File: src/source/fprint_cfg_pkg.sv
`default_nettype none

package fprint_cfg_pkg;

	// Three logical cores run the same task
	localparam int NUM_CORES = 3;

	// Tasks per core, each with its own region
	localparam int NUM_TASKS = 16;

	// Fingerprint buffer of each core
	localparam int RAM_ADDR_WIDTH = 9;
	localparam int RAM_DEPTH = 1 << RAM_ADDR_WIDTH;

	// CRC signature width
	localparam int FPRINT_WIDTH = 32;

	typedef logic [$clog2(NUM_CORES)-1:0] core_id_t;
	typedef logic [$clog2(NUM_TASKS)-1:0] task_id_t;
	typedef logic [RAM_ADDR_WIDTH-1:0] ram_addr_t;
	typedef logic [FPRINT_WIDTH-1:0] fprint_t;

endpackage

`default_nettype wire
File: src/source/fprint_unit.sv
`timescale 1ns/1ps
`default_nettype none

module fprint_unit (
	input  logic                      clk,
	input  logic                      reset,
	// Finished fingerprint from a core
	input  logic                      fp_valid,
	input  fprint_cfg_pkg::core_id_t  fp_core_in,
	input  fprint_cfg_pkg::task_id_t  fp_task_in,
	input  fprint_cfg_pkg::fprint_t   fp_data,
	output logic                      fp_done,
	// Head pointer access
	input  fprint_cfg_pkg::ram_addr_t head_pointer,
	input  logic                      inc_head_ack,
	output fprint_cfg_pkg::core_id_t  fp_core,
	output fprint_cfg_pkg::task_id_t  fp_task,
	output logic                      inc_head,
	// Buffer write port
	output logic                      write_enable,
	output fprint_cfg_pkg::core_id_t  write_core,
	output fprint_cfg_pkg::ram_addr_t write_addr,
	output fprint_cfg_pkg::fprint_t   write_data
);
	import fprint_cfg_pkg::*;

	logic busy;
	// Head read in flight for the latched core and task
	logic lookup;
	logic written;
	fprint_t data_q;

	always_ff @(posedge clk or posedge reset) begin
		if (reset) begin
			busy <= 1'b0;
			lookup <= 1'b0;
			written <= 1'b0;
			fp_done <= 1'b0;
		end else begin
			fp_done <= inc_head && inc_head_ack;
			lookup <= fp_valid && !busy;
			if (fp_valid && !busy)
				busy <= 1'b1;
			else if (inc_head && inc_head_ack)
				busy <= 1'b0;
			if (write_enable)
				written <= 1'b1;
			else if (inc_head && inc_head_ack)
				written <= 1'b0;
		end
	end

	always_ff @(posedge clk) begin
		if (fp_valid && !busy) begin
			fp_core <= fp_core_in;
			fp_task <= fp_task_in;
			data_q <= fp_data;
		end
	end

	// Store at the current head, then ask for the head advance
	assign write_enable = busy && !lookup && !written;
	assign inc_head = busy && !lookup;
	assign write_core = fp_core;
	assign write_addr = head_pointer;
	assign write_data = data_q;

endmodule

`default_nettype wire

File: config.mk
export PLATFORM = sky130hd
export DESIGN_NAME = fprint_unit
export DESIGN_NICKNAME = d
export VERILOG_FILES = /design/src/source/fprint_cfg_pkg.sv /design/src/source/fprint_unit.sv
export SDC_FILE = /design/constraint.sdc
export NUM_CORES = 1
export LEC_CHECK = 0
export CORE_UTILIZATION = 40
export CTS_CLUSTER_SIZE = 28
export DETAILED_ROUTE_END_ITERATION = 7
export DONT_BUFFER_PORTS = 1
export PLACE_DENSITY = 0.57
export SLEW_MARGIN = 20
export SYNTH_ARGS = -nofsm -noshare
export SYNTH_HDL_FRONTEND = slang
export SYNTH_SLANG_ARGS = --single-unit
export TNS_END_PERCENT = 20
File: constraint.sdc
create_clock -name clk -period 4.7 [get_ports clk]
set_clock_uncertainty 0.1 [all_clocks]
set_input_delay 0.94 -clock clk [delete_from_list [all_inputs] [get_ports clk]]
set_output_delay 0.94 -clock clk [all_outputs]
set_load 0.01 [all_outputs]
# Word-level counts from Yosys, hierarchy flattened
# Cells that the tools add are included.
# word_totals
ff_bits	42
in_bits	51
output_inout_bits	52
elab_cells	19
# op_classes
mux	3
reduce_logical	9
# ops
cell	count
$logic_and A1 B1 Y1	4
$reduce_bool A2 Y1	2
$logic_not A1 Y1	3
$mux W1	3

# Depth between registers and ports, before layout
# logic_depth
depth_word	5
depth_mapped	2

# Least setup slack after synthesis
# OpenSTA, ideal clock, no wires.
# synth_path
path_type	input-to-reg
startpoint	input fp_valid
endpoint	register fp_core[0], enable pin
setup_ns	0.396
arrival_ns	1.829
slack_ns	2.374
stages	1
cell_sequence	and2b_1
# synth_between
elab_chain_cells	1
# synth_rtl
item	line_no	source
start, declared	fprint_unit.sv:8	input logic fp_valid,
$logic_and A1 B1 Y1	fprint_unit.sv:54	if (fp_valid && !busy) begin
end signal, assigned	fprint_unit.sv:55	fp_core <= fp_core_in;
end, declared	fprint_unit.sv:16	output fprint_cfg_pkg::core_id_t fp_core,
# Every way passes these cells.
# A chain may end at the register's enable or synchronous reset.

# Worst setup path in the final report
# layout_path
startpoint	register lookup
endpoint	output write_enable
# layout_between
elab_chain_cells	3
# layout_rtl
item	line_no	source
start, declared	fprint_unit.sv:29	logic lookup;
start signal, assigned	fprint_unit.sv:41	lookup <= fp_valid && !busy;
$logic_not A1 Y1	fprint_unit.sv:62	assign write_enable = busy && !lookup && !written;
$logic_and A1 B1 Y1 (2 in series)	fprint_unit.sv:62	
end, declared	fprint_unit.sv:20	output logic write_enable,
# Every way passes these cells.

==> impl_results.md <==
* Run status: finished, final reports clean
* Multi-input combinational cell area at 60.06 µm²
* Remaining max-slew budget at the tightest pin at 0.5328
* Average footprint of a synthesized cell at 22.44 µm²
* Number of flip-flops and latches in the synthesized netlist at 42
* Worst min-delay path class: in2async
* Top cell type's share of synthesized area at 0.8201
* Required time reported for the critical path endpoint at 3660 ps
* Drt wl/cell at 19.22 µm
* Fraction of layout instances using a drive strength above 1 at 0.1525
* Final layout net count at 110
* Synthesized netlist cell count at 62
* Measured slew at the worst slew-check pin at 700.8 ps
* Total negative setup slack at 0 ps
* Synthesis Warnings at 0
* Filler instances at 306
* Top cells by area, synth: sky130_fd_sc_hd__edfxtp_1 (82%), sky130_fd_sc_hd__dfrtp_1 (7.2%), sky130_fd_sc_hd__buf_4 (5.9%), sky130_fd_sc_hd__mux2i_4 (1.6%), sky130_fd_sc_hd__and3b_4 (0.90%)
* First-pass GRT wire length at 2546 µm
* Timing-limited maximum frequency at 461.9 MHz
* Count of instances resized after the clock tree is built at 0
* Initial drt markers at 38
* Post-route antenna net violation count at 0
* Seq/Total Area, Yosys at 0.8921
* Largest fanout of any net on the critical path at 3
* Clock tree root buffer cell: sky130_fd_sc_hd__clkbuf_4
* Floorplan row count at 21
* Floorplan core area at 3337 µm²
* Clock transition at the registers of the reported paths at 110 ps
* CTS tree: done
* Buffer depth of the longest clock path at 2
* Critical path launch point type: register
* Cell area after technology mapping at 1391 µm²
* Total iterations of the first detailed-routing run at 3
* Final hold violation count at 0
* Die Outline Area at 3718 µm²
* Category of the critical setup timing path: reg2out
* Vertical extent of the die at 60.98 µm
* Proportion of register bits with asynchronous set or reset after synthesis at 0.09524
* Period utilisation layout at 0.4607
* Maximum vdd drop at 229.8 µV
* Clk sink count at 42
* Cell types with the highest counts after synthesis: sky130_fd_sc_hd__edfxtp_1 (38), sky130_fd_sc_hd__buf_4 (11), sky130_fd_sc_hd__dfrtp_1 (4)
* Syn-to-layout area delta at 3.867%
* Overall power consumption at 0.0007318 W
* Die W at 60.98 µm
* Worst R2R Setup Slack at 2800 ps
* Max Transition Viols Final at 0
* Post-synth cell types at 9
* Vias in the first global route at 502
* Startpoint of the most critical register-to-register path: busy
* Most numerous cell in the Yosys netlist: sky130_fd_sc_hd__edfxtp_1
* Initial standard-cell utilization of the core at 0.4169
* Worst setup path endpoint: write_enable
* Final setup violation count at 0
* Footprint of the flip-flops and latches at 1241 µm²
* First element of the critical path: lookup
* Final Wtd Congestion at 0.6030
* Number of max-cap violations at 0
* Number of buffers inserted during clock tree synthesis at 5
* Number of inserted diodes at 0
* Cell taking the most area after synthesis: sky130_fd_sc_hd__edfxtp_1
* Port-buffer cells at 0
* Hold buffer count at cts at 0
* Worst skew pair latency at 330 ps
* Detailed-route vias per instance at 4.800
* Unrepaired setup endpoints after global routing: no
* DRC violation count after routing at 0
* Crit Reg-Reg Endpoint: write_data[20]
* Most frequently used flop master after synthesis: sky130_fd_sc_hd__edfxtp_1
* Via count at 504
* Smallest hold slack at 258.1 ps
* I/O Pins at 103
* Standby leakage power at 0.4796 nW
* H-tree depth reported by CTS at 2
* Clock period minus final worst setup slack at 2165 ps
* Net Count, Synth at 113
* EDFF count, synth at 38
* Total grt overflow at 0
* Power density cells at 506.4 nW/µm²
* Overall track demand over capacity in global routing at 0.1066
* Critical path capture point type: output port
* Maximum number of pins on one net before global-route repair at 23
* Worst r2r path cells at 2
* Endpoint arrival time on the critical path at 1130 ps
* Final WL at 2018 µm
* Number of antenna violations at the first check in global routing at 0
* Number of buffers inserted to repair setup after CTS at 0
[placed cells by master, fill, tap and decap left out]
| cell type | count |
|---|---|
| sky130_fd_sc_hd__buf_4 | 1 |
| sky130_fd_sc_hd__clkinv_1 | 1 |
| sky130_fd_sc_hd__and3b_4 | 1 |
| sky130_fd_sc_hd__nor2_1 | 3 |
| sky130_fd_sc_hd__nand2b_1 | 1 |
| sky130_fd_sc_hd__inv_1 | 2 |
| sky130_fd_sc_hd__and2b_1 | 1 |
| sky130_fd_sc_hd__mux2i_4 | 1 |
| sky130_fd_sc_hd__bufinv_16 | 1 |
| sky130_fd_sc_hd__clkbuf_4 | 5 |
| sky130_fd_sc_hd__edfxtp_1 | 38 |
| sky130_fd_sc_hd__dfrtp_1 | 4 |
[worst min-delay path by stage]
stage,start,end,slack (ps),cells past startpoint
final,reset,fp_done,260,1
after global routing,reset,fp_done,240,1
after CTS,reset,fp_done,250,1
after detailed placement,written,written,420,1
after global placement,written,written,410,1
after floorplan,written,written,400,1
[metrics by stage]
| stage | utilization | setup WS [ps] | cell area, µm² | cells |
|---|---|---|---|---|
| after detailed placement | 0.4117 | 2337 | 1374 | 98 |
| after CTS | 0.4331 | 2507 | 1445 | 105 |
| after floorplan | - | 2374 | 1391 | 62 |
| after global routing | 0.4331 | 2485 | 1445 | 105 |
| after global placement | 0.4117 | 2373 | 1374 | 98 |
| final | 0.4331 | 2535 | 1445 | 105 |
[routing by layer]
metal	GRT usage	routed length [µm]
met5	0	0
met4	0.09416	59
met3	0.06183	241
met2	0.1648	1031
met1	0.1001	686
[layout make-up]
type,instances,share of cell area
clock buffers,5,0.02597
clock inverters,2,0.02338
inverters,2,0.005195
multi-input cells,7,0.04156
flip-flops and latches,42,0.8589
well taps,46,0.03983
repair buffers,1,0.005195
[cell families after synthesis]
| logic type | after synthesis | share of synthesized area |
|---|---|---|
| buf+inv | 13 | 0.06475 |
| simple gates | 6 | 0.02698 |
| mux | 1 | 0.01619 |
| flops | 42 | 0.8921 |
[worst max-delay path, stage by stage (launching register included)]
cell                       delay [ps]
sky130_fd_sc_hd__dfrtp_1          390
sky130_fd_sc_hd__nand2b_1         210
sky130_fd_sc_hd__nor2_1           200
[registers in the layout (all words and copies together), names as in the netlist]
register	cells
fp_done	1
write_data	32
busy	1
lookup	1
fp_task	4
written	1
fp_core	2
[power breakdown]
| part | leakage (nW) | total [W] | switching, W | internal [W] |
|---|---|---|---|---|
| clock | 0.0387 | 0.000212 | 0.000105 | 0.000108 |
| combinational | 0.0397 | 0.0000382 | 0.0000244 | 0.0000138 |
| sequential | 0.401 | 0.000481 | 0.0000302 | 0.000451 |
| total | 0.480 | 0.000732 | 0.000159 | 0.000573 |
Note: power is estimated with default switching activity, not from simulation.
