<file path="config.mk">
export PLATFORM = sky130hd
export DESIGN_NAME = fprint_comparator
export DESIGN_NICKNAME = d
export VERILOG_FILES = /design/src/source/fprint_ctrl_pkg.sv /design/src/source/fprint_cfg_pkg.sv /design/src/source/fprint_comparator.sv
export SDC_FILE = /design/constraint.sdc
export NUM_CORES = 1
export LEC_CHECK = 0
export ABC_AREA = 1
export BUFFER_PORTS_ARGS = -buffer_cell sky130_fd_sc_hd__buf_4
export CAP_MARGIN = 20
export CORE_MARGIN = 5
export CORE_UTILIZATION = 44
export CTS_BUF_LIST = sky130_fd_sc_hd__clkbuf_2
export DETAILED_ROUTE_END_ITERATION = 12
export PLACE_DENSITY = 0.84
export SETUP_SLACK_MARGIN = 0.3
export SYNTH_ARGS = -nofsm -noshare
export SYNTH_HDL_FRONTEND = slang
export SYNTH_SLANG_ARGS = --single-unit
export TNS_END_PERCENT = 100
</file>
<file path="constraint.sdc">
create_clock -name clk -period 1.78 [get_ports clk]
set_clock_uncertainty 0.2 [all_clocks]
set_input_delay 0.356 -clock clk [delete_from_list [all_inputs] [get_ports clk]]
set_output_delay 0.356 -clock clk [all_outputs]
set_load 0.02 [all_outputs]
</file>
<file path="src/source/fprint_ctrl_pkg.sv">
`default_nettype none

package fprint_ctrl_pkg;

	// Pointer store, every operation followed by its ack state
	typedef enum logic [3:0] {
		ptr_idle,
		ptr_start_write,
		ptr_end_write,
		ptr_ack,
		ptr_head_inc,
		ptr_head_ack,
		ptr_tail_inc,
		ptr_tail_ack,
		ptr_task_reset,
		ptr_reset_ack
	} ptr_state_t;

	// Comparator check sequence
	typedef enum logic [2:0] {
		cmp_idle,
		cmp_read,
		cmp_vote,
		cmp_tail_req,
		cmp_reset_req,
		cmp_done
	} cmp_state_t;

endpackage

`default_nettype wire

</file>
<file path="src/source/fprint_cfg_pkg.sv">
`default_nettype none

package fprint_cfg_pkg;

	// Three logical cores run the same task
	localparam int NUM_CORES = 3;

	// Tasks per core, each with its own region
	localparam int NUM_TASKS = 16;

	// Fingerprint buffer of each core
	localparam int RAM_ADDR_WIDTH = 9;
	localparam int RAM_DEPTH = 1 << RAM_ADDR_WIDTH;

	// CRC signature width
	localparam int FPRINT_WIDTH = 32;

	typedef logic [$clog2(NUM_CORES)-1:0] core_id_t;
	typedef logic [$clog2(NUM_TASKS)-1:0] task_id_t;
	typedef logic [RAM_ADDR_WIDTH-1:0] ram_addr_t;
	typedef logic [FPRINT_WIDTH-1:0] fprint_t;

endpackage

`default_nettype wire
</file>
<file path="src/source/fprint_comparator.sv">
`timescale 1ns/1ps
`default_nettype none

module fprint_comparator (
	input  logic                      clk,
	input  logic                      reset,
	// Check commands
	input  logic                      check_valid,
	input  logic                      check_reset,
	input  fprint_cfg_pkg::task_id_t  check_task,
	output logic                      check_done,
	// Pointer store
	input  fprint_cfg_pkg::ram_addr_t tail_pointer_0,
	input  fprint_cfg_pkg::ram_addr_t tail_pointer_1,
	input  fprint_cfg_pkg::ram_addr_t tail_pointer_2,
	input  logic                      inc_tail_ack,
	input  logic                      reset_task_ack,
	output fprint_cfg_pkg::task_id_t  cmp_task,
	output logic                      inc_tail,
	output logic                      reset_task,
	// Buffer read ports
	input  fprint_cfg_pkg::fprint_t   read_data_0,
	input  fprint_cfg_pkg::fprint_t   read_data_1,
	input  fprint_cfg_pkg::fprint_t   read_data_2,
	output fprint_cfg_pkg::ram_addr_t read_addr_0,
	output fprint_cfg_pkg::ram_addr_t read_addr_1,
	output fprint_cfg_pkg::ram_addr_t read_addr_2,
	// Vote result
	output logic                      result_valid,
	output logic                      result_match,
	output fprint_cfg_pkg::core_id_t  result_fault_core,
	output logic                      result_fatal
);
	import fprint_cfg_pkg::*;
	import fprint_ctrl_pkg::*;

	cmp_state_t state;
	// High in the second read cycle while the buffer read is under way
	logic read_phase;
	logic eq_01;
	logic eq_02;
	logic eq_12;
	core_id_t vote_fault_core;

	assign eq_01 = (read_data_0 == read_data_1);
	assign eq_02 = (read_data_0 == read_data_2);
	assign eq_12 = (read_data_1 == read_data_2);

	// Core left alone by an agreeing pair
	always_comb begin
		vote_fault_core = core_id_t'(0);
		if (eq_01 && !eq_02)
			vote_fault_core = core_id_t'(2);
		else if (eq_02 && !eq_01)
			vote_fault_core = core_id_t'(1);
	end

	always_ff @(posedge clk or posedge reset) begin
		if (reset) begin
			state <= cmp_idle;
			read_phase <= 1'b0;
			result_valid <= 1'b0;
			result_match <= 1'b0;
			result_fault_core <= '0;
			result_fatal <= 1'b0;
		end else begin
			result_valid <= 1'b0;
			case (state)
				cmp_idle: begin
					read_phase <= 1'b0;
					if (check_valid)
						state <= cmp_read;
					else if (check_reset)
						state <= cmp_reset_req;
				end
				cmp_read: begin
					read_phase <= !read_phase;
					if (read_phase)
						state <= cmp_vote;
				end
				cmp_vote: begin
					result_valid <= 1'b1;
					result_match <= eq_01 && eq_12;
					result_fault_core <= vote_fault_core;
					result_fatal <= !eq_01 && !eq_02 && !eq_12;
					state <= cmp_tail_req;
				end
				cmp_tail_req: begin
					if (inc_tail_ack)
						state <= cmp_done;
				end
				cmp_reset_req: begin
					if (reset_task_ack)
						state <= cmp_done;
				end
				default: state <= cmp_idle;
			endcase
		end
	end

	always_ff @(posedge clk) begin
		if (state == cmp_idle && (check_valid || check_reset))
			cmp_task <= check_task;
	end

	assign inc_tail = (state == cmp_tail_req);
	assign reset_task = (state == cmp_reset_req);
	assign check_done = (state == cmp_done);

	// Oldest unchecked entry of each core
	assign read_addr_0 = tail_pointer_0;
	assign read_addr_1 = tail_pointer_1;
	assign read_addr_2 = tail_pointer_2;

endmodule

`default_nettype wire

</file>
After elaboration in Yosys (flattened, before gate mapping)
Cells that the tools add are included.
- bits in registers: 13
- output and inout port bits: 39
- logic and storage cells: 43
- equality and inequality tests: 12
- mux-type cells: 10
- reduce and logical (&&, ||, !) cells: 14
- operator list (kind ; count):
    == test 32 bit ; 3
    two-way mux 3 bit ; 5
    case mux 3 bit (5 select lines) ; 1
    == test 3 x 2 -> 1 bit (second input constant) ; 2
    == test 3 bit (second input constant) ; 2
    logical AND 1 bit ; 6
    inequality test 2 bit (second input constant) ; 3
    zero test 1 bit ; 4
    AND reduction 4 bit ; 1
    == test 3 x 1 -> 1 bit (second input constant) ; 1
    zero test 3 bit ; 1
    inequality test 3 bit (second input constant) ; 1
    two-way mux 1 bit ; 2
    two-way mux 2 bit ; 1
    case mux 1 bit (2 select lines) ; 1
    nonzero test 2 bit ; 1
    logical OR 1 bit ; 1

Longest topological paths before layout
- word-level depth: 5
- gate-level depth with buffers: 11
- mapped depth without buffers: 11

Worst setup path after synthesis
No wires, ideal clock.
- path type: register to output
- start point: reg state[2]
- end point: out check_done
- data arrival time: 1042 ps
- required time: 1224 ps
- slack: 182 ps
- cell stages (with the launch flop): 3
- path buffers: 0
- path through: dfrtp_1 > inv_1 > nor3_1
- word-level cells in the longest chain between the ends: 1
- ends and longest elaborated chain (what ; line ; RTL):
    start: declaration ; fprint_comparator.sv:37 ; cmp_state_t state;
    start signal: assignment ; fprint_comparator.sv:60 ; state <= cmp_idle;
    start signal: assignment ; fprint_comparator.sv:72 ; state <= cmp_read;
    start signal: assignment ; fprint_comparator.sv:74 ; state <= cmp_reset_req;
    == test 3 bit ; fprint_comparator.sv:108 ; assign check_done = (state == cmp_done);
    end: declaration ; fprint_comparator.sv:11 ; output logic check_done,
Every way passes these cells.

Final worst setup path
- start point: reg state[2]
- end point: out inc_tail
- word-level cells in the longest chain between the ends: 1
- ends and longest elaborated chain (what ; line ; RTL):
    == test 3 x 2 -> 1 bit ; fprint_comparator.sv:106 ; assign inc_tail = (state == cmp_tail_req);
    end: declaration ; fprint_comparator.sv:19 ; output logic inc_tail,
Every way passes these cells.

==> impl_results.md <==
- Worst-path fanout max: 3
- Worst R2R End: state[1]
- Starting DRT DRC Count: 115
- Tcrit/Tclk final: 0.956
- Initial Utilization: 0.455
- CP Data Required Time: 1220 ps
- Synth cell types: 20
- # diodes: 0
- RD Place Congestion: 0.879
- Register area share after synthesis: 0.138
- Clock transition at path regs: 130 ps
- Hold Vio Cnt, Final: 0
- Die Wd: 85.5 um
- Arr. time, crit path: 1140 ps
- Pin count of the biggest net entering global routing: 10
- Critical path destination: inc_tail
- Total power draw: 2.10 mW
- H-Tree Depth: 1
- RSZ-0062 raised after global routing: true
- Largest area contributor in the netlist: nand2_1
- DRC Markers: 0
- First-pass GRT wire length: 12000 um
- Setup ws final: 79.1 ps
- CP startpoint kind: flip-flop
- Leak pwr: 2.24 nW
- Pwr Density: 611 nW/um2
- Post-Route Setup TNS: 0 ps
- Crit end category: output port
- Synth top area share: 0.385
- Crit path kind: flip-flop to output port
- R2r startpoint: state[2]
- Number of top-level pins: 172
- Yosys reg bits: 13
- Post-DP Area: 3280 um2
- R2R depth: 7
- Post-route ant nets: 0
- DR pass1 iterations: 6
- Mean Syn Cell Area: 4.93 um2
- Synth Cell Area: 2500 um2
- Synth area leaders: nand2_1, inv_1, nor2_1
- Min Tclk post-route: 1700 ps
- Tot GR Track Use: 0.193
- R2R Setup Slk: 200 ps
- Max Transition Viols Final: 0
- Clock Sink Count: 13
- Nets: 746
- WL/cell: 10.6 um
- Max Cap Violations: 0
- Share of cells above drive strength 1: 0.253
- Leading cell type in the layout, fill and taps excluded: nand2_1
- Non-filler instance count after layout: 684
- Port Buffer Count: 117
- CTS Buf Count: 3
- Clk buf depth: 2
- Core footprint: 5510 um2
- Placed instance count: 670
- Area of the die: 7300 um2
- Design area: 3440 um2
- YS warnings: 0
- Outcome: completed
- Root buf cell: clkbuf_2
- Die Height: 85.5 um
- Maximum vdd drop: 604 uV
- Setup-failing EPs final: 0
- Crit path launch: state[2]
- Final core utilization: 0.624
- Worst hold path type: input port to flip-flop
- Post-Syn Nets: 641
- Area Growth Syn to Fin: 37.3%
- Peak Freq: 0.588 GHz
- Final WL: 7240 um
- Post-detail-place hpwl: 6210 um
- Slew margin rel.: 0.769
- Vias in the first global route: 3076
- Vias/cell: 4.54
- CTS tree: built
- Antenna violations before repair: 0
- Place WS: 118 ps
- Clock Latency Late Sink: 280 ps
- Worst slew pin tran: 347 ps
- Commonest cells after routing, fill and taps aside: nand2_1, buf_4, inv_1, nor2_1, xor2_1
- Syn Inst Count: 508
- Hold WS: 38.2 ps
- Via count: 3102
- Grt total ovfl: 0
- Placement Rows: 27
## where the power goes
part           internal (mW)  switching [mW]
logic                  0.663           0.816
clock network         0.0596          0.0991
registers              0.408          0.0536
total                   1.13           0.969
## how the worst min path moves through the flow
| stage | start | endpoint | slack (ps) | depth (start not counted) |
|---|---|---|---|---|
| after floorplan | reset | read_phase | -20 | 1 |
| after global placement | reset | state[2] | 140 | 2 |
| after detailed placement | reset | state[2] | 140 | 2 |
| after CTS | check_task[0] | cmp_task[0] | 40 | 1 |
| after global routing | check_task[0] | cmp_task[0] | 10 | 1 |
| final | check_task[0] | cmp_task[0] | 40 | 1 |
## synth_stat cells
| master | count |
|---|---|
| a21oi_1 | 3 |
| a31oi_1 | 1 |
| buf_4 | 27 |
| dfrtp_1 | 9 |
| edfxtp_1 | 4 |
| inv_1 | 89 |
| inv_2 | 4 |
| nand2_1 | 257 |
| nand2_4 | 3 |
| nand3_1 | 2 |
| nand3_2 | 1 |
| nor2_1 | 71 |
| nor2_2 | 4 |
| nor2_4 | 3 |
| nor3_1 | 1 |
| o21a_1 | 1 |
| o21ai_0 | 2 |
| o21ai_1 | 3 |
| o31ai_2 | 1 |
| xor2_1 | 22 |
## per-layer routing
metal  vias up  routed length [um]  track usage
met5         -                   0            0
met4         0                 262       0.0820
met3        30                 577       0.0447
met2       102                3560        0.355
met1      1327                2840        0.210
li1       1643                   -            -
## worst max-delay path, stage by stage (launching register included)
cell and delay (ps):
dfrtp_2 460, nor2_4 130, inv_2 60, nor2_4 90
buf_6 120
## kinds of logic (layout without fill, tap and decap cells)
family	count (synthesis)	in the layout	synth area share
compound gates	11	11	0.0265
simple gates	342	342	0.538
buf+inv	120	224	0.220
xor+xnor	22	22	0.0769
flops	13	13	0.138
## final cells by class
type	count	area (um2)
inverter	93	352
tap	72	90.1
timing repair buffer	127	967
multi-input combinational	375	1660
sequential	13	347
fill	530	2070
clock buffer	4	20.0
## registers in the layout, indices dropped and copies added (netlist names)
signal             count
read_phase             1
cmp_task               4
state                  3
result_match           1
result_fault_core      2
result_fatal           1
result_valid           1
## repair_timing
| item | 4_1_cts | 5_1_grt |
|---|---|---|
| hold buffers | 1 | 0 |
| cloned | 0 | 0 |
| pin swaps | 3 | 6 |
| endpoints found under the hold margin | 9 | 0 |
| buffers inserted | 7 | 2 |
| gates resized for setup | 10 | 9 |
| setup endpoints to repair | 11 | 14 |
(Power assumes the default switching activity.)
