--- src/source/fprint_ctrl_pkg.sv ---
`default_nettype none

package fprint_ctrl_pkg;

	// Pointer store, every operation followed by its ack state
	typedef enum logic [3:0] {
		ptr_idle,
		ptr_start_write,
		ptr_end_write,
		ptr_ack,
		ptr_head_inc,
		ptr_head_ack,
		ptr_tail_inc,
		ptr_tail_ack,
		ptr_task_reset,
		ptr_reset_ack
	} ptr_state_t;

	// Comparator check sequence
	typedef enum logic [2:0] {
		cmp_idle,
		cmp_read,
		cmp_vote,
		cmp_tail_req,
		cmp_reset_req,
		cmp_done
	} cmp_state_t;

endpackage

`default_nettype wire

--- src/source/fprint_cfg_pkg.sv ---
`default_nettype none

package fprint_cfg_pkg;

	// Three logical cores run the same task
	localparam int NUM_CORES = 3;

	// Tasks per core, each with its own region
	localparam int NUM_TASKS = 16;

	// Fingerprint buffer of each core
	localparam int RAM_ADDR_WIDTH = 9;
	localparam int RAM_DEPTH = 1 << RAM_ADDR_WIDTH;

	// CRC signature width
	localparam int FPRINT_WIDTH = 32;

	typedef logic [$clog2(NUM_CORES)-1:0] core_id_t;
	typedef logic [$clog2(NUM_TASKS)-1:0] task_id_t;
	typedef logic [RAM_ADDR_WIDTH-1:0] ram_addr_t;
	typedef logic [FPRINT_WIDTH-1:0] fprint_t;

endpackage

`default_nettype wire
--- src/source/comp_registers.sv ---
`timescale 1ns/1ps
`default_nettype none

module comp_registers (
	input  logic                      clk,
	input  logic                      reset,
	// Host configuration side
	input  logic                      pointer_start_write,
	input  logic                      pointer_end_write,
	input  fprint_cfg_pkg::core_id_t  csr_core,
	input  fprint_cfg_pkg::task_id_t  csr_task,
	input  fprint_cfg_pkg::ram_addr_t csr_data,
	output logic                      pointer_ack,
	// Fingerprint producer side
	input  logic                      inc_head,
	input  fprint_cfg_pkg::core_id_t  fp_core,
	input  fprint_cfg_pkg::task_id_t  fp_task,
	output fprint_cfg_pkg::ram_addr_t head_pointer,
	output logic                      inc_head_ack,
	// Comparator side
	input  logic                      inc_tail,
	input  logic                      reset_task,
	input  fprint_cfg_pkg::task_id_t  cmp_task,
	output fprint_cfg_pkg::ram_addr_t tail_pointer_0,
	output fprint_cfg_pkg::ram_addr_t tail_pointer_1,
	output fprint_cfg_pkg::ram_addr_t tail_pointer_2,
	output logic                      inc_tail_ack,
	output logic                      reset_task_ack
);
	import fprint_cfg_pkg::*;
	import fprint_ctrl_pkg::*;

	ram_addr_t start_mem [NUM_CORES][NUM_TASKS];
	ram_addr_t end_mem [NUM_CORES][NUM_TASKS];
	ram_addr_t head_mem [NUM_CORES][NUM_TASKS];
	ram_addr_t tail_mem [NUM_CORES][NUM_TASKS];

	// Region bounds for the producer's core and task
	ram_addr_t start_fp_q;
	ram_addr_t end_fp_q;

	// Region bounds and tails of the comparator's task, per core
	ram_addr_t start_cmp_q [NUM_CORES];
	ram_addr_t end_cmp_q [NUM_CORES];
	ram_addr_t tail_q [NUM_CORES];

	ptr_state_t state;

	// Circular step, back to start once the end entry was used
	function automatic ram_addr_t wrap_inc(ram_addr_t cur, ram_addr_t last, ram_addr_t first);
		return (cur == last) ? first : cur + 1'b1;
	endfunction

	always_ff @(posedge clk or posedge reset) begin
		if (reset) begin
			state <= ptr_idle;
		end else begin
			case (state)
				ptr_idle: begin
					if (pointer_start_write)
						state <= ptr_start_write;
					else if (pointer_end_write)
						state <= ptr_end_write;
					else if (inc_head)
						state <= ptr_head_inc;
					else if (inc_tail)
						state <= ptr_tail_inc;
					else if (reset_task)
						state <= ptr_task_reset;
				end
				ptr_start_write: state <= ptr_ack;
				ptr_end_write:   state <= ptr_ack;
				ptr_head_inc:    state <= ptr_head_ack;
				ptr_tail_inc:    state <= ptr_tail_ack;
				ptr_task_reset:  state <= ptr_reset_ack;
				default:         state <= ptr_idle;
			endcase
		end
	end

	assign pointer_ack = (state == ptr_ack);
	assign inc_head_ack = (state == ptr_head_ack);
	assign inc_tail_ack = (state == ptr_tail_ack);
	assign reset_task_ack = (state == ptr_reset_ack);

	// Only one operation state is active at a time
	always_ff @(posedge clk) begin
		case (state)
			ptr_start_write: begin
				start_mem[csr_core][csr_task] <= csr_data;
				head_mem[csr_core][csr_task] <= csr_data;
				tail_mem[csr_core][csr_task] <= csr_data;
			end
			ptr_end_write: begin
				end_mem[csr_core][csr_task] <= csr_data;
			end
			ptr_head_inc: begin
				head_mem[fp_core][fp_task] <= wrap_inc(head_pointer, end_fp_q, start_fp_q);
			end
			ptr_tail_inc: begin
				for (int c = 0; c < NUM_CORES; c++)
					tail_mem[c][cmp_task] <= wrap_inc(tail_q[c], end_cmp_q[c], start_cmp_q[c]);
			end
			ptr_task_reset: begin
				for (int c = 0; c < NUM_CORES; c++) begin
					head_mem[c][cmp_task] <= start_cmp_q[c];
					tail_mem[c][cmp_task] <= start_cmp_q[c];
				end
			end
			default: begin
			end
		endcase
	end

	// Read ports, one cycle behind the requester's task numbers
	always_ff @(posedge clk) begin
		head_pointer <= head_mem[fp_core][fp_task];
		start_fp_q <= start_mem[fp_core][fp_task];
		end_fp_q <= end_mem[fp_core][fp_task];
		for (int c = 0; c < NUM_CORES; c++) begin
			tail_q[c] <= tail_mem[c][cmp_task];
			start_cmp_q[c] <= start_mem[c][cmp_task];
			end_cmp_q[c] <= end_mem[c][cmp_task];
		end
	end

	assign tail_pointer_0 = tail_q[0];
	assign tail_pointer_1 = tail_q[1];
	assign tail_pointer_2 = tail_q[2];

endmodule

`default_nettype wire

--- config.mk ---
export PLATFORM = sky130hd
export DESIGN_NAME = comp_registers
export DESIGN_NICKNAME = d
export VERILOG_FILES = /design/src/source/fprint_ctrl_pkg.sv /design/src/source/fprint_cfg_pkg.sv /design/src/source/comp_registers.sv
export SDC_FILE = /design/constraint.sdc
export NUM_CORES = 2
export LEC_CHECK = 0
export ABC_AREA = 1
export ABC_CLOCK_PERIOD_IN_PS = 5900
export BUFFER_PORTS_ARGS = -buffer_cell sky130_fd_sc_hd__buf_2
export CORE_ASPECT_RATIO = 1.25
export CORE_MARGIN = 1
export CORE_UTILIZATION = 35
export CTS_CLUSTER_SIZE = 25
export DETAILED_ROUTE_END_ITERATION = 6
export HOLD_SLACK_MARGIN = 0.02
export SLEW_MARGIN = 20
export SYNTH_ARGS = -nofsm -noshare
export SYNTH_HDL_FRONTEND = slang
export SYNTH_SLANG_ARGS = --single-unit
--- constraint.sdc ---
create_clock -name clk -period 5.9 [get_ports clk]
set_input_delay 0.885 -clock clk [delete_from_list [all_inputs] [get_ports clk]]
set_output_delay 0.885 -clock clk [all_outputs]
set_load 0.1 [all_outputs]
After elaboration in Yosys (flattened, before gate mapping)
Memories as Yosys holds them, arrays and structs flattened.
Cells that the tools add are included.
W data, S select, Z words.
{ "totals": {"output_inout_bits": 40, "word_cells": 981, "reg_bits": 31, "memories": 7, "mem_bits_rw": 1809} }
{ "mem_list": {"columns": ["name", "words", "width", "read_ports", "rd_ports_with_merged_regs", "wr", "line", "text"], "rows": [
  ["end_mem", 3, 144, 4, 0, 1, "comp_registers.sv:34", "ram_addr_t end_mem [NUM_CORES][NUM_TASKS];"],
  ["head_mem", 3, 144, 1, 0, 3, "comp_registers.sv:35", "ram_addr_t head_mem [NUM_CORES][NUM_TASKS];"],
  ["start_mem", 3, 144, 4, 0, 1, "comp_registers.sv:33", "ram_addr_t start_mem [NUM_CORES][NUM_TASKS];"],
  ["tail_mem", 3, 144, 3, 0, 3, "comp_registers.sv:36", "ram_addr_t tail_mem [NUM_CORES][NUM_TASKS];"],
  ["end_cmp_q", 3, 9, 3, 0, 3, "comp_registers.sv:44", "ram_addr_t end_cmp_q [NUM_CORES];"],
  ["start_cmp_q", 3, 9, 3, 0, 3, "comp_registers.sv:43", "ram_addr_t start_cmp_q [NUM_CORES];"],
  ["1 more memories", null, null, null, null, null, null, null]
]} }
{ "classes": {"eq_ne": 14, "n_reduce_logical": 8, "addsub": 4, "mux": 503, "n_lt_le_gt_ge": 6, "bitwise": 435} }
{ "ops": {"columns": ["cell", "n"], "rows": [
  ["$mux W144", 11],
  ["$mux W1", 437],
  ["$bmux W9 S4", 12],
  ["$or A1 B1 Y1", 432],
  ["$reduce_or A144 Y1", 3],
  ["$mux W9", 31],
  ["$demux W9 S4", 3],
  ["$add A9 B1 Y9 const B", 4],
  ["$eq A9 B9 Y1", 4],
  ["$mux W4", 5],
  ["$pmux W4 S5", 1],
  ["$eq A4 B3 Y1 const B", 4],
  ["$ge A5 B5 Y1 const B", 3],
  ["$lt A5 B1 Y1 const B", 3],
  ["$not A4 Y5", 3],
  ["$eq A4 B2 Y1 const B", 2],
  ["$eq A4 B4 Y1 const B", 2],
  ["$mux W2", 3],
  ["$ne A6 B6 Y1 const B", 1],
  ["$eq A4 B1 Y1 const B", 1],
  ["$logic_not A4 Y1", 1],
  ["$logic_and A1 B1 Y1", 3],
  ["$reduce_or A2 Y1", 1]
]} }

Longest topological paths before layout
{ "logic_depth": {"depth_word": 9, "mapped_depth": 15, "mapped_depth_nobuf": 11} }

Least setup slack after synthesis
OpenSTA, ideal clock, no wires.
{ "synth_path": {"path_kind": "reg-to-output", "start": "reg state[2]", "end": "out pointer_ack", "t_arrival_ps": 2669, "path_stages_with_launch": 4, "setup_slack_ps": 2346, "n_path_buf": 0, "t_required_ps": 5015, "path_cell_list": "dfrtp_1 nor2_1 inv_1 nor3_1"} }
{ "synth_via": {"elab_chain_cells": 1} }
{ "synth_rtl": {"columns": ["item", "line", "text"], "rows": [
  ["start: declaration", "comp_registers.sv:47", "ptr_state_t state;"],
  ["start signal: assignment", "comp_registers.sv:56", "state <= ptr_idle;"],
  ["start signal: assignment", "comp_registers.sv:61", "state <= ptr_start_write;"],
  ["start signal: assignment", "comp_registers.sv:63", "state <= ptr_end_write;"],
  ["$eq A4 B2 Y1", "comp_registers.sv:81", "assign pointer_ack = (state == ptr_ack);"],
  ["end: declaration", "comp_registers.sv:13", "output logic pointer_ack,"]
]} }
No other way between the ends.

==> impl_metrics.env <==
export IMPL_synth_edff_count=2160
export IMPL_route_antenna_remaining_nets=0
export IMPL_maxcap_viol_count=0
export IMPL_cts_tree="done"
export IMPL_initial_antenna_violation_count=25
export IMPL_hp_class="in2reg"
export IMPL_place_hpwl_microns=287400
export IMPL_pin_count_of_the_biggest_net_entering_global_routing=166
export IMPL_arrival_ns=4.91
export IMPL_setup_worst_path_class="reg2reg"
export IMPL_synth_simple_gate_area_share_pct=22.08
export IMPL_post_drt_via_cell_ratio=5.911
export IMPL_area_growth_synth_to_final_pct=11.07
export IMPL_tightestPinTransition_ns=1.289
export IMPL_synth_lib_cells_used_distinct=43
export IMPL_worst_ep_required_time_ns=6.54
export IMPL_run_status="finished, violations left"
export IMPL_setup_violations_final=0
export IMPL_async_reset_ff_share_pct=0.1761
export IMPL_grt_util_all_layers_pct=28.42
export IMPL_initial_utilization_pct=35.17
export IMPL_grt_overflow=0
export IMPL_cts_max_level=4
export IMPL_drv_slew=0
export IMPL_synthCells=11400
export IMPL_postRouteWirelength_microns=455400
export IMPL_netlist_top_cells_area="sky130_fd_sc_hd__edfxtp_1, sky130_fd_sc_hd__nand2_1, sky130_fd_sc_hd__nand3_1"
export IMPL_numPortBuffers=71
export IMPL_synthesis_nets=11430
export IMPL_cts_root_buffer="sky130_fd_sc_hd__clkbuf_16"
export IMPL_failing_checks="design-rule violations"
export IMPL_core_region_area_sq_um=305600
export IMPL_clkTransAtPathRegs_ns=0.06
export IMPL_rsz0062_at_grt="no"
export IMPL_final_setup_skew_ns=0.07385
export IMPL_static_leakage_power_nw=44.65
export IMPL_finalWeightedCongestion=0.9882
export IMPL_final_common_cell="sky130_fd_sc_hd__nand2_1"
export IMPL_critical_path_max_fanout=33
export IMPL_fin_nets=11190
export IMPL_syn_cell_area_sq_um=107500
export IMPL_final_cell_mix="sky130_fd_sc_hd__nand2_1, sky130_fd_sc_hd__edfxtp_1, sky130_fd_sc_hd__nand3_1"
export IMPL_synth_xor_xnor_area_share_pct=0.3830
export IMPL_drive_gt1_share_pct=7.498
export IMPL_post_synth_fa_ha_maj_area_fraction_pct=0.04656
export IMPL_synth_mux_area_share_pct=0
export IMPL_layout_filler_cells=30240
export IMPL_worst_ir_drop_vdd_uv=280.6
export IMPL_numClockSinks=2272
export IMPL_synth_seq_area_share_pct=62.45
export IMPL_detail_route_wl_per_cell_microns=29.65
export IMPL_synth_compound_area_share_pct=9.746
export IMPL_cts_buffer_depth=4
export IMPL_full_die_area_sq_um=309300
export IMPL_die_w_microns=497.7
export IMPL_synthFlopType="sky130_fd_sc_hd__edfxtp_1"
export IMPL_main_combinational_cell_family_by_area_after_synthesis="simple AND/OR/NAND/NOR gates"
export IMPL_numCtsBuffers=224
export IMPL_period_share_pct=72.39
export IMPL_drt_drc_violations_left=4
export IMPL_ys_seq_elements=2272
export IMPL_drtIter0Drc=15020
export IMPL_vias=90790
export IMPL_ys_warnings_count=0
export IMPL_synthDominantCellAreaShare_pct=60.35
export IMPL_achievable_clock_frequency_mhz=234.2
export IMPL_clk_latency_ns=0.95
export IMPL_first_pass_grt_wire_length_microns=628400
export IMPL_pwr_density_cell_nw_per_um2=314.1
export IMPL_tns_ns=0
export IMPL_std_cell_rows=227
export IMPL_drt_first_pass_iters=7
export IMPL_finalHoldViolCount=0
export IMPL_via_count_of_the_first_global_routing_pass=83620
export IMPL_synthDominantAreaCellType="sky130_fd_sc_hd__edfxtp_1"
export IMPL_floorplan_io_pins=72
export IMPL_critical_path_startpoint_type="flop"
export IMPL_die_height_microns=621.6
export IMPL_layout_min_cycle_time_ns=4.271
export IMPL_syn_mean_instance_area_sq_um=9.432
export IMPL_worst_setup_path_end_kind="flop"
export IMPL_timing_slew_headroom_pct=13.82
export IMPL_hold_worst_slack_ns=0.1983
[cells in the mapped netlist (2+ instances only)]
master and n:
sky130_fd_sc_hd__dfxtp_1 108, sky130_fd_sc_hd__nor2_1 1233, sky130_fd_sc_hd__o21ai_0 1131, sky130_fd_sc_hd__a22oi_1 173, sky130_fd_sc_hd__a32oi_1 4, sky130_fd_sc_hd__nand2_1 3122
sky130_fd_sc_hd__clkbuf_1 496, sky130_fd_sc_hd__nor2_4 2, sky130_fd_sc_hd__a22o_1 60, sky130_fd_sc_hd__o21ai_2 4, sky130_fd_sc_hd__nand4_1 91, sky130_fd_sc_hd__ha_1 4
sky130_fd_sc_hd__or2_2 9, sky130_fd_sc_hd__xor2_1 20, sky130_fd_sc_hd__o221ai_1 5, sky130_fd_sc_hd__nand2_2 6, sky130_fd_sc_hd__nor3_1 9, sky130_fd_sc_hd__buf_4 17
sky130_fd_sc_hd__o211ai_1 51, sky130_fd_sc_hd__inv_1 531, sky130_fd_sc_hd__o22ai_1 203, sky130_fd_sc_hd__a31oi_1 4, sky130_fd_sc_hd__o21a_1 2, sky130_fd_sc_hd__buf_1 79
sky130_fd_sc_hd__dfrtp_1 4, sky130_fd_sc_hd__nand3_2 8, sky130_fd_sc_hd__nand3b_1 4, sky130_fd_sc_hd__buf_2 249, sky130_fd_sc_hd__and2_1 6, sky130_fd_sc_hd__nand3_1 1288
sky130_fd_sc_hd__o21ai_1 11, sky130_fd_sc_hd__edfxtp_1 2160, sky130_fd_sc_hd__inv_2 32, sky130_fd_sc_hd__a21oi_1 219, sky130_fd_sc_hd__clkinv_1 13, sky130_fd_sc_hd__xnor2_1 27
sky130_fd_sc_hd__nor2_2 5
[cell families after synthesis]
logic type | Yosys count
xor gates and xnor gates | 47
adders and majority gates | 4
AOI/OAI and AO/OA | 1871
buffers and inverters | 1417
and+or+nand+nor | 5785
DFF | 2272
[worst max-delay path, cell delays in order, from the launching register on]
cell,delay (ns)
sky130_fd_sc_hd__dfrtp_1,0.43
sky130_fd_sc_hd__nor2_1,0.14
sky130_fd_sc_hd__inv_2,0.08
sky130_fd_sc_hd__nor3_4,0.10
sky130_fd_sc_hd__buf_4,0.62
sky130_fd_sc_hd__inv_2,0.52
sky130_fd_sc_hd__nand2_1,0.72
sky130_fd_sc_hd__nand2_1,0.93
sky130_fd_sc_hd__nand3_1,0.30
sky130_fd_sc_hd__nand2_1,0.08
[flip-flops by register name, indices dropped and copies added (netlist names)]
register and count:
end_mem 576, head_mem 576, start_mem 576, tail_mem 432
end_cmp_q 27, start_cmp_q 27, tail_q 27, end_fp_q 9
head_pointer 9, start_fp_q 9, state 4
[layer usage]
metal / GRT usage [%] / routed length, microns
met2: 43.45 / 200400
met1: 33.99 / 153700
met5: 0 / 103
met3: 7.744 / 59740
met4: 21.89 / 41480
[report_power, final]
part           internal (mW)  total (mW)  leakage [nW]  switching, mW
combinational          0.908        4.85          20.8           3.94
clock                   7.84        14.4          3.47           6.51
sequential              18.0        18.3          20.4          0.267
total                   26.8        37.5          44.7           10.7
[worst paths after layout]
kind                       cells after the start  slack [ns]         endpoint           startpoint
min in group asynchronous                      3        0.42         state[1]                reset
setup / recovery                               9        1.63  tail_mem[2][35]             state[0]
setup reg to reg                               9        1.63  tail_mem[2][35]             state[0]
hold / removal                                 2        0.20         state[2]  pointer_start_write
max in group asynchronous                      3        5.33         state[3]                reset
hold reg to reg                                4        0.61    tail_q[0][22]      tail_mem[2][22]
[cell type report]
type | count | area, sq um | area share, %
tap | 4007 | 5014 | 4.199
sequential | 2272 | 67150 | 56.24
clock buffer | 284 | 6086 | 5.098
multi-input combinational | 7707 | 34890 | 29.23
clock inverter | 123 | 964.7 | 0.8080
timing repair buffer | 375 | 3049 | 2.554
antenna | 15 | 37.54 | 0.03144
inverter | 576 | 2198 | 1.841
[metrics by stage]
stage	std cells	worst slack [ns]	util [%]	area [sq um]	total power, mW
finish	15360	1.629	39.07	119400	37.50
global route	15350	1.668	39.06	119400	38.09
CTS	15340	1.920	39.04	119300	37.17
detailed placement	14940	1.573	36.73	112200	23.21
global placement	14940	1.546	36.70	112200	23.18
floorplan	11400	2.346	-	107500	20.95
[timing repair]
item	4_1_cts	5_1_grt
hold buffers	1	0
gates resized for setup	0	0
hold endpoints to repair	4	0
setup endpoints to repair	0	0
buffers inserted	0	0
Note: power is estimated with default switching activity, not from simulation.
