==> config.mk <==
export PLATFORM = sky130hd
export DESIGN_NAME = fprint_csr
export DESIGN_NICKNAME = d
export VERILOG_FILES = /design/src/source/fprint_cfg_pkg.sv /design/src/source/fprint_csr.sv
export SDC_FILE = /design/constraint.sdc
export NUM_CORES = 1
export LEC_CHECK = 0
export BUFFER_PORTS_ARGS = -buffer_cell sky130_fd_sc_hd__buf_2
export CORE_AREA = 2 2 44 46
export DETAILED_ROUTE_END_ITERATION = 10
export DIE_AREA = 0 0 46 48
export PLACE_DENSITY_LB_ADDON = 0.05
export SYNTH_ARGS = -nofsm -noshare
export SYNTH_HDL_FRONTEND = slang
export SYNTH_SLANG_ARGS = --single-unit
==> constraint.sdc <==
create_clock -name clk -period 1.55 [get_ports clk]
set_input_delay 0.0775 -clock clk [delete_from_list [all_inputs] [get_ports clk]]
set_output_delay 0.0775 -clock clk [all_outputs]
set_load 0.01 [all_outputs]
==> src/source/fprint_cfg_pkg.sv <==
`default_nettype none

package fprint_cfg_pkg;

	// Three logical cores run the same task
	localparam int NUM_CORES = 3;

	// Tasks per core, each with its own region
	localparam int NUM_TASKS = 16;

	// Fingerprint buffer of each core
	localparam int RAM_ADDR_WIDTH = 9;
	localparam int RAM_DEPTH = 1 << RAM_ADDR_WIDTH;

	// CRC signature width
	localparam int FPRINT_WIDTH = 32;

	typedef logic [$clog2(NUM_CORES)-1:0] core_id_t;
	typedef logic [$clog2(NUM_TASKS)-1:0] task_id_t;
	typedef logic [RAM_ADDR_WIDTH-1:0] ram_addr_t;
	typedef logic [FPRINT_WIDTH-1:0] fprint_t;

endpackage

`default_nettype wire
==> src/source/fprint_csr.sv <==
`timescale 1ns/1ps
`default_nettype none

module fprint_csr (
	input  logic                      clk,
	input  logic                      reset,
	// Host strobe and command
	input  logic                      csr_write,
	input  logic                      csr_select_end,
	input  fprint_cfg_pkg::core_id_t  csr_core_in,
	input  fprint_cfg_pkg::task_id_t  csr_task_in,
	input  fprint_cfg_pkg::ram_addr_t csr_data_in,
	output logic                      csr_done,
	// Toward the pointer store
	input  logic                      pointer_ack,
	output logic                      pointer_start_write,
	output logic                      pointer_end_write,
	output fprint_cfg_pkg::core_id_t  csr_core,
	output fprint_cfg_pkg::task_id_t  csr_task,
	output fprint_cfg_pkg::ram_addr_t csr_data
);
	logic pending;
	logic select_end;

	always_ff @(posedge clk or posedge reset) begin
		if (reset) begin
			pending <= 1'b0;
			csr_done <= 1'b0;
		end else begin
			csr_done <= pending && pointer_ack;
			if (csr_write && !pending)
				pending <= 1'b1;
			else if (pointer_ack)
				pending <= 1'b0;
		end
	end

	// Command held stable while the request is up
	always_ff @(posedge clk) begin
		if (csr_write && !pending) begin
			select_end <= csr_select_end;
			csr_core <= csr_core_in;
			csr_task <= csr_task_in;
			csr_data <= csr_data_in;
		end
	end

	assign pointer_start_write = pending && !select_end;
	assign pointer_end_write = pending && select_end;

endmodule

`default_nettype wire

== Word-level counts from Yosys, hierarchy flattened ==
Index checks and enable logic that the tools add are counted.
Cells by class
  add/subtract/negate cells: 0
  multiply operators: 0
  div/mod/pow operators: 0
  order comparisons: 0
  eq/ne operators: 0
  shift-type cells: 0
  muxes and demuxes: 2
  bitwise operators: 0
  reductions and logical operators: 7
Operators with widths (number)
  $logic_and 1x1->1: 4
  $logic_not 1->1: 2
  $mux 1: 2
  $reduce_bool 2->1: 1
Word-level totals
  flip-flop bits (word level): 18
  bits in latches: 0
  memory bits (writable): 0
  ROM bits: 0
  input bits: 20
  word-level logic and storage cells: 15
  memories kept: 0

== Logic depth before layout (Yosys ltp) ==
Gate-level depths: netlist of the first run.
  depth after elaboration: 3
  gate-level depth with buffers: 2
  mapped depth without buffers: 2

== Least setup slack after synthesis of the first run ==
No wires, ideal clock.
  kind: reg-to-reg
  start: register pending
  end: register csr_core[0] (enable)
  arrival: 882 ps
  path slack: 297 ps
  stages on the path, launching flop included: 2
  buffers on the path: 0
  period minus slack after synthesis: 1253 ps
  cells stage by stage: dfrtp_1 > and2b_1
Between the ends
  word-level cells in the longest chain between the ends: 2
RTL lines
  start: declaration: RTL line fprint_csr.sv:22  | logic pending;
  start signal: assignment: RTL line fprint_csr.sv:27  | pending <= 1'b0;
  start signal: assignment: RTL line fprint_csr.sv:32  | pending <= 1'b1;
  start signal: assignment: RTL line fprint_csr.sv:34  | pending <= 1'b0;
  $logic_not 1->1: RTL line fprint_csr.sv:40  | if (csr_write && !pending) begin
  $logic_and 1x1->1: RTL line fprint_csr.sv:40
  end signal: assignment: RTL line fprint_csr.sv:42  | csr_core <= csr_core_in;
  end: declaration: RTL line fprint_csr.sv:18  | output fprint_cfg_pkg::core_id_t csr_core,
No other way between the ends.
A chain may end at the register's enable or synchronous reset.

== Worst setup path after layout of the first run ==
  start: register pending
  end: register select_end (enable)
Between the ends
  word-level cells in the longest chain between the ends: 2
RTL lines
  $logic_not 1->1: RTL line fprint_csr.sv:40
  $logic_and 1x1->1: RTL line fprint_csr.sv:40
  end signal: assignment: RTL line fprint_csr.sv:41  | select_end <= csr_select_end;
  end: declaration: RTL line fprint_csr.sv:23  | logic select_end;
No other way between the ends.

==> flow_summary.yaml, run 1 <==
synth:
  synth_cell_types: 8
  synthAdderAreaFrac: 0
  syn-cell-area_um2: 571
  synth-compound-area-share: 0
  syn_inst: 25
  synth_xor_area_frac: 0
  yosysWarnings: 0
  muxShareOfSynthArea: 0
  synth-simple-area-share: 0.0636
  synth-seq-area-share: 0.930
  synth_top_family_by_area: "simple AND/OR/NAND/NOR gates"
  syn_nets: 45
  synth_area_per_cell_um2: 22.8
  ys_seq_elements: 18
placed_design:
  io_buffers: 37
  gp_congestion: 0.644
layout:
  final_layout_size_suffix_gt1_frac: 0.500
  area_delta_synth_final_pct: 71.9
  num-fill-cells: 135
  fin_nets: 105
  fin_util: 0.581
  ff_latch_area_um2: 531
  layout_common_cells: "buf_2, dlygate4sd3_1, edfxtp_1"
  multiInputGateArea_um2: 36.3
  antennaDiodeCount: 0
  final_common_cell: "buf_2"
critical_path:
  end_kind: "register"
  timing.rr.start: "pending"
  crit_arrival_ns: 1.14
  worst_ep_required_time_ns: 1.54
  crit_path_end: "select_end"
  start_kind: "register"
  r2r_slack_ns: 0.39
  path_class: "register to register"
  reg2reg_depth: 2
  worstPathMaxFanout: 16
  r2r-end: "select_end"
  worstSetupStartpoint: "pending"
floorplan:
  coreArea_mm2: 0.00169
  die_h_um: 48
  rows: 15
  boundaryPins: 38
  die_area_mm2: 0.00221
  start_util: 0.338
  die_width_um: 46
routing:
  vias: 434
  routed_wl_um: 1260
  drc: 0
  dr.pass1.iters: 2
  drt_iter0_drc: 2
  drtAntennaViolNets: 0
  via_per_inst: 4.30
  wl_per_cell_um: 12.5
timing:
  finClkSkew_ns: 0.00743
  slew_viol_final: 0
  worst_slew_pin_slew_ns: 0.201
  post-route-period-util: 0.746
  min_period_ns: 1.16
  whs_ns: 0.0278
  hold_viol: 0
  rsz0062_at_grt: "no"
  finalSetupViolCount: 0
  relSlewSlack: 0.866
  setup_tns_ns: 0
  timing.fmax_mhz: 865
clocking:
  clock_latency_ns: 0.29
  cts-hold-fix-buffers: 17
  post_cts_resized: 0
  cts_buffer_depth: 2
  cts_setup_buffers: 0
  cts_root_buf: "clkbuf_4"
  cts_tree: "done"
  clk_pin_slew_worst_paths_ns: 0.09
  clock_sinks: 18
  htreeDepth: 1
  numCtsBuffers: 3
global_routing:
  grt_usage: 0.121
  grt_overflow_total: 0
  first_global_vias: 473
  grt_first_pass_wirelength_um: 1750
  grt_max_degree: 17
  antenna_found_initial: 0
worst_hold_path:
  hp-class: "primary input to register"
power_and_ir_drop:
  leakage_nw: 0.436
  powerDensity_mw_per_mm2: 968
  vdd_drop_max_v: 0.000666
run_status:
  status: "finished clean"
job:
  maxCapViolCount: 0
## how the worst min path moves through the flow
stage / startpoint / depth (start not counted) / end
floorplan: reset / 1 / csr_done
global placement: reset / 2 / csr_done
detailed placement: reset / 2 / csr_done
CTS: pointer_ack / 2 / csr_done
global route: pointer_ack / 2 / csr_done
finish: pointer_ack / 2 / csr_done
## metrics by stage
step / setup WS (ns) / instance area (um2) / total power (W) / cells
floorplan: 0.297 / 571 / 0.000635 / 25
CTS: 0.395 / 981 / 0.000958 / 101
global route: 0.353 / 981 / 0.000991 / 101
detailed placement: 0.419 / 785 / 0.000697 / 80
global placement: 0.432 / 785 / 0.000696 / 80
finish: 0.394 / 981 / 0.000949 / 101
## kinds of logic after synthesis
| group | count (synthesis) |
|---|---|
| simple gates | 6 |
| flops | 18 |
| buf+inv | 1 |
## layout make-up
type	instances	area share
Tap cell	17	0.0217
Inverter	1	0.00383
Multi-Input combinational cell	6	0.0370
Timing Repair Buffer	55	0.370
Clock inverter	1	0.00383
Sequential cell	18	0.541
Clock buffer	3	0.0230
## cell usage after synthesis
cell / count / share of area
edfxtp_1: 16 / 0.84
dfrtp_1: 2 / 0.088
nor2_1: 2 / 0.013
and2_1: 1 / 0.011
and2_4: 1 / 0.015
and2b_1: 1 / 0.013
inv_1: 1 / 0.0066
nor2b_1: 1 / 0.011
## power by group
part	switching (W)	internal (W)
Combinational	0.0000607	0.0000783
Clock	0.000137	0.0000935
Sequential	0.0000107	0.000569
Total	0.000208	0.000741
## critical path, cell delays in order (launching register included)
cell and delay [ns]:
dfrtp_1 0.42, and2b_1 0.21, buf_4 0.23
## routing by layer
| metal | GRT usage | part of all wire | vias up |
|---|---|---|---|
| met2 | 0.236 | 0.59 | 20 |
| li1 | - | - | 209 |
| met1 | 0.0966 | 0.33 | 203 |
| met3 | 0.0340 | 0.065 | 2 |
| met4 | 0.103 | 0.0095 | 0 |
| met5 | 0 | 0 | - |
## sequential cells by signal (all words and copies together) (netlist names)
signal      flops
csr_done        1
pending         1
csr_core        2
csr_task        4
csr_data        9
select_end      1
Power figures use the tool's default switching activity.
==> run 2: changes to the inputs <==
==> constraint.sdc (replaced) <==
create_clock -name clk -period 1 [get_ports clk]
set_input_delay 0.05 -clock clk [delete_from_list [all_inputs] [get_ports clk]]
set_output_delay 0.05 -clock clk [all_outputs]
set_load 0.01 [all_outputs]
==> run 2 against run 1 <==
The run now ends with setup timing left. Sequential cell count stayed put. Non-clock buffer count is 3 higher. Fmax is 5.5% higher. Via count is 2.3% lower. Combinational power is 92% higher. Critical path depth is 1 lower. Design area is 4.8% higher. Hold slack worse by 0.019 ns. Critical endpoint is now csr_data[6]. Largest power group unchanged.
==> flow_summary.yaml, run 2 (same netlist as run 1, synthesis figures left out) <==
global_routing:
  grt_first_pass_wirelength_um: 1590
  antenna_found_initial: 0
  first_global_vias: 405
  grt_max_degree: 17
  grt_overflow_total: 0
  grt_usage: 0.109
routing:
  drt_iter0_drc: 3
  vias: 424
  via_per_inst: 4.08
  routed_wl_um: 1120
  wl_per_cell_um: 10.8
  drc: 0
  dr.pass1.iters: 2
  drtAntennaViolNets: 0
placed_design:
  gp_congestion: 0.597
  io_buffers: 37
critical_path:
  critPathSlowestCell: "and2b_4"
  start_kind: "register"
  crit_chain: "and2b_4"
  cp_slowest_stage_delay_ns: 0.40
  timing.rr.start: "pending"
  crit_arrival_ns: 1.07
  worst_ep_required_time_ns: 0.97
  end_kind: "register"
  path_class: "register to register"
  critPathBufInv: 0
  worstSetupStartpoint: "pending"
  crit_family: "simple AND/OR/NAND/NOR gates"
  worstPathMaxFanout: 16
power_and_ir_drop:
  leakage_nw: 0.456
  vdd_drop_max_v: 0.000978
  powerDensity_mw_per_mm2: 1480
  power_w: 0.00152
floorplan:
  die_h_um: 48
  boundaryPins: 38
  rows: 15
  coreArea_mm2: 0.00169
  die_width_um: 46
  start_util: 0.338
  die_area_mm2: 0.00221
layout:
  final_common_cell: "buf_2"
  antennaDiodeCount: 0
  top_register: "csr_data"
  layout_common_cells: "buf_2, dlygate4sd3_1, edfxtp_1"
  largest_register_ffs: 9
  fin_nets: 108
  num-fill-cells: 132
  top_regs: "csr_data x9, csr_task x4, csr_core x2"
  area_delta_synth_final_pct: 80.3
  final_layout_size_suffix_gt1_frac: 0.529
clocking:
  cts_tree: "done"
  clk_pin_slew_worst_paths_ns: 0.09
  cts_root_buf: "clkbuf_4"
  clock_latency_ns: 0.29
  htreeDepth: 1
  numCtsBuffers: 3
  cts_buffer_depth: 2
  clock_sinks: 18
worst_hold_path:
  min_from: "csr_write"
  hp-class: "primary input to register"
timing:
  setup_tns_ns: -1.56
  finClkSkew_ns: 0.00963
  finalSetupViolCount: 18
  hold_viol: 0
  worst_slew_pin_slew_ns: 0.238
  min_period_ns: 1.10
  timing.fmax_mhz: 913
  whs_ns: 0.00902
  rsz0062_at_grt: "yes"
  relSlewSlack: 0.841
  fin_ws_ns: -0.0952
  post-route-period-util: 1.10
  slew_viol_final: 0
run_status:
  status: "finished with violations"
  violations: "setup timing"
job:
  maxCapViolCount: 0
## run 2: cell types whose count changed in the layout (fill, tap and decap cells not counted)
cell,before,now
and2_1,1,0
and2_4,1,2
and2b_1,1,0
and2b_4,0,1
buf_2,37,36
buf_4,1,0
buf_6,0,4
clkbuf_1,0,1
clkinv_1,1,0
dlygate4sd3_1,17,18
## run 2: final timing paths
kind | to | slack [ns] | cells after the start
min in group asynchronous | csr_done | 0.15 | 3
setup / recovery | csr_data[6] | -0.1 | 1
hold reg to reg | pending | 0.78 | 5
max in group asynchronous | pending | 0.74 | 3
setup reg to reg | csr_data[6] | -0.1 | 1
hold / removal | pending | 0.009 | 3
## run 2: routing by layer
metal,global-route usage,share of wire,up-vias
met3,0.0377,0.071,0
met5,0,0,-
met1,0.0986,0.35,190
met4,0.0514,0,0
li1,-,-,215
met2,0.214,0.58,19
## run 2: tightest hold or removal path, delay by kind of cell
family,cells,cell delay (ns)
simple gates,2,0.11
buf+inv,1,0.09
## run 2: layout make-up
cell class                 instances  area (um2)  area share
clock buffer                       4        26.3      0.0255
inverter                           1        3.75     0.00365
multi-input combinational          6        41.3      0.0401
sequential                        18         531       0.516
tap                               17        21.3      0.0207
timing repair buffer              58         405       0.394
## run 2: per-stage QoR
stage,setup WS (ns),instances,util,cell area [um2]
floorplan,-0.0534,25,-,573
global placement,-0.0649,80,0.466,787
detailed placement,-0.0796,80,0.466,787
CTS,-0.105,103,0.595,1000
global route,-0.131,104,0.609,1030
finish,-0.0952,104,0.609,1030
## run 2: report_power, final
group / leakage (nW) / switching [W] / internal, W / total (W)
combinational: 0.267 / 0.000104 / 0.000163 / 0.000267
sequential: 0.173 / 0.0000126 / 0.000882 / 0.000895
clock: 0.0150 / 0.000207 / 0.000155 / 0.000362
total: 0.456 / 0.000323 / 0.00120 / 0.00152
## run 2: repair_timing
| item | in CTS | in global routing |
|---|---|---|
| hold endpoints to repair | 20 | 0 |
| setup endpoints to repair | 18 | 18 |
| gates resized for setup | 1 | 4 |
| setup buffers | 1 | 1 |
| hold buffers | 18 | 0 |
| pin swaps | 0 | 1 |
==> run 3: changes to the inputs <==
--- a/config.mk
+++ b/config.mk
@@ -10,6 +10,7 @@
 export DETAILED_ROUTE_END_ITERATION = 10
 export DIE_AREA = 0 0 46 48
 export PLACE_DENSITY_LB_ADDON = 0.05
+export SKIP_CTS_REPAIR_TIMING = 1
 export SYNTH_ARGS = -nofsm -noshare
 export SYNTH_HDL_FRONTEND = slang
 export SYNTH_SLANG_ARGS = --single-unit
==> run 3 against run 2 <==
The flow still finishes with violations (setup timing). Final cell count decreased by 0.96%. Die area unchanged. Non-clock buffer count decreased by 1. Critical endpoint unchanged. Largest cell class unchanged. Wire length increased by 2.1%. Utilization decreased by 0.89 points. Critical path type unchanged.
==> flow_summary.yaml, run 3 (same netlist as run 1, synthesis figures left out) <==
routing:
  wl_per_cell_um: 11.1
  routed_wl_um: 1140
  vias: 425
  drt_iter0_drc: 3
  via_per_inst: 4.13
  dr.pass1.iters: 2
  drtAntennaViolNets: 0
  drc: 0
power_and_ir_drop:
  leakage_nw: 0.448
  clkPwrFrac: 0.242
  comb_power_share: 0.165
  swShare: 0.214
  power_frac_seq: 0.593
  powerDensity_mw_per_mm2: 1490
  power.net_switching_w: 0.000323
  vdd_drop_max_v: 0.000960
  p_int_w: 0.00119
layout:
  layout.cells.non_filler: 103
  area_delta_synth_final_pct: 77.6
  largest_register_ffs: 9
  antennaDiodeCount: 0
  final_area_mm2: 0.00101
  layout_common_cells: "buf_2, dlygate4sd3_1, edfxtp_1"
  final_layout_size_suffix_gt1_frac: 0.523
  final_common_cell: "buf_2"
  top_register: "csr_data"
  fin_nets: 107
  top_regs: "csr_data x9, csr_task x4, csr_core x2"
  num-fill-cells: 141
timing:
  finalSetupViolCount: 18
  fin_ws_ns: -0.0987
  post-route-period-util: 1.10
  timing.fmax_mhz: 910
  rsz0062_at_grt: "yes"
  finClkSkew_ns: 0.0111
  slew_viol_final: 0
  worst_slew_pin_slew_ns: 0.242
  hold_viol: 0
  min_period_ns: 1.10
  relSlewSlack: 0.839
global_routing:
  antenna_found_initial: 0
  first_global_vias: 310
  grt_usage: 0.0852
  grt_max_degree: 17
  grt_overflow_total: 0
  grt_first_pass_wirelength_um: 1240
floorplan:
  start_util: 0.338
  die_h_um: 48
  coreArea_mm2: 0.00169
  rows: 15
  die_width_um: 46
  boundaryPins: 38
  die_area_mm2: 0.00221
clocking:
  htreeDepth: 1
  cts_root_buf: "clkbuf_4"
  clock_sinks: 18
  cts_buffer_depth: 2
  clock_latency_ns: 0.29
  clk_pin_slew_worst_paths_ns: 0.09
  numCtsBuffers: 3
  cts_tree: "done"
critical_path:
  end_kind: "register"
  reg2reg_depth: 1
  start_kind: "register"
  timing.rr.start: "pending"
  crit_chain: "and2b_4"
  cp_slowest_stage_delay_ns: 0.40
  critPathSlowestCell: "and2b_4"
  worst_ep_required_time_ns: 0.97
  crit_family: "simple AND/OR/NAND/NOR gates"
  r2r_slack_ns: -0.1
  critPathBufInv: 0
  worstPathMaxFanout: 16
  r2r-end: "csr_data[6]"
  crit_arrival_ns: 1.07
  path_class: "register to register"
worst_hold_path:
  hold_end: "csr_done"
  min_from: "pointer_ack"
  hold_depth: 2
  hp-class: "primary input to register"
placed_design:
  dpl_cell_area_um2: 787
  dp.cells: 80
  io_buffers: 37
  gp_congestion: 0.597
run_status:
  status: "finished with violations"
  violations: "setup timing"
job:
  maxCapViolCount: 0
-- run 3: cell types whose count changed in the layout (fill, tap and decap cells not counted) --
cell / before / now
buf_6: 4 / 2
buf_4: 0 / 1
-- run 3: layer usage --
layer | GRT usage | part of all wire | vias up | wire length (um)
met1 | 0.0841 | 0.34 | 189 | 392
li1 | - | - | 213 | -
met3 | 0.0453 | 0.081 | 2 | 93
met4 | 0.0514 | 0.024 | 0 | 27
met2 | 0.142 | 0.55 | 21 | 631
met5 | 0 | 0 | - | 0
-- run 3: through the flow --
stage / setup TNS, ns / hold WS, ns / total power [W] / setup slack, ns / util
3_5_place_dp: -1.27 / -0.0962 / 0.00109 / -0.0796 / 0.466
3_3_place_gp: -1.03 / -0.0976 / 0.00108 / -0.0649 / 0.466
5_1_grt: -2.15 / 0.00337 / 0.00158 / -0.129 / 0.600
2_1_floorplan: -0.854 / -0.209 / 0.000987 / -0.0534 / -
4_1_cts: -1.59 / -0.408 / 0.00144 / -0.116 / 0.481
6_report: -1.58 / 0.00402 / 0.00151 / -0.0987 / 0.600
-- run 3: layout make-up --
class	count	area (um2)	area share
inverters	1	3.75	0.00370
multi-input cells	6	41.3	0.0407
clock buffers	4	26.3	0.0259
flip-flops and latches	18	531	0.523
repair buffers	57	390	0.385
well taps	17	21.3	0.0210
-- run 3: how the worst max path moves through the flow --
stage | cells past startpoint | start | slack (ns) | endpoint
floorplan | 1 | pending | -0.05 | csr_core[0]
global placement | 1 | pending | -0.06 | csr_data[2]
detailed placement | 1 | pending | -0.08 | csr_data[1]
CTS | 3 | pending | -0.12 | pointer_end_write
global route | 1 | pending | -0.13 | csr_task[1]
finish | 1 | pending | -0.1 | csr_data[6]
-- run 3: power by group through the flow --
stage	Sequential, W	Clock, W	Combinational [W]
floorplan	0.000940	0	0.0000473
global placement	0.000912	0	0.000173
detailed placement	0.000911	0	0.000174
CTS	0.000894	0.000374	0.000174
global route	0.000900	0.000414	0.000270
finish	0.000895	0.000365	0.000248
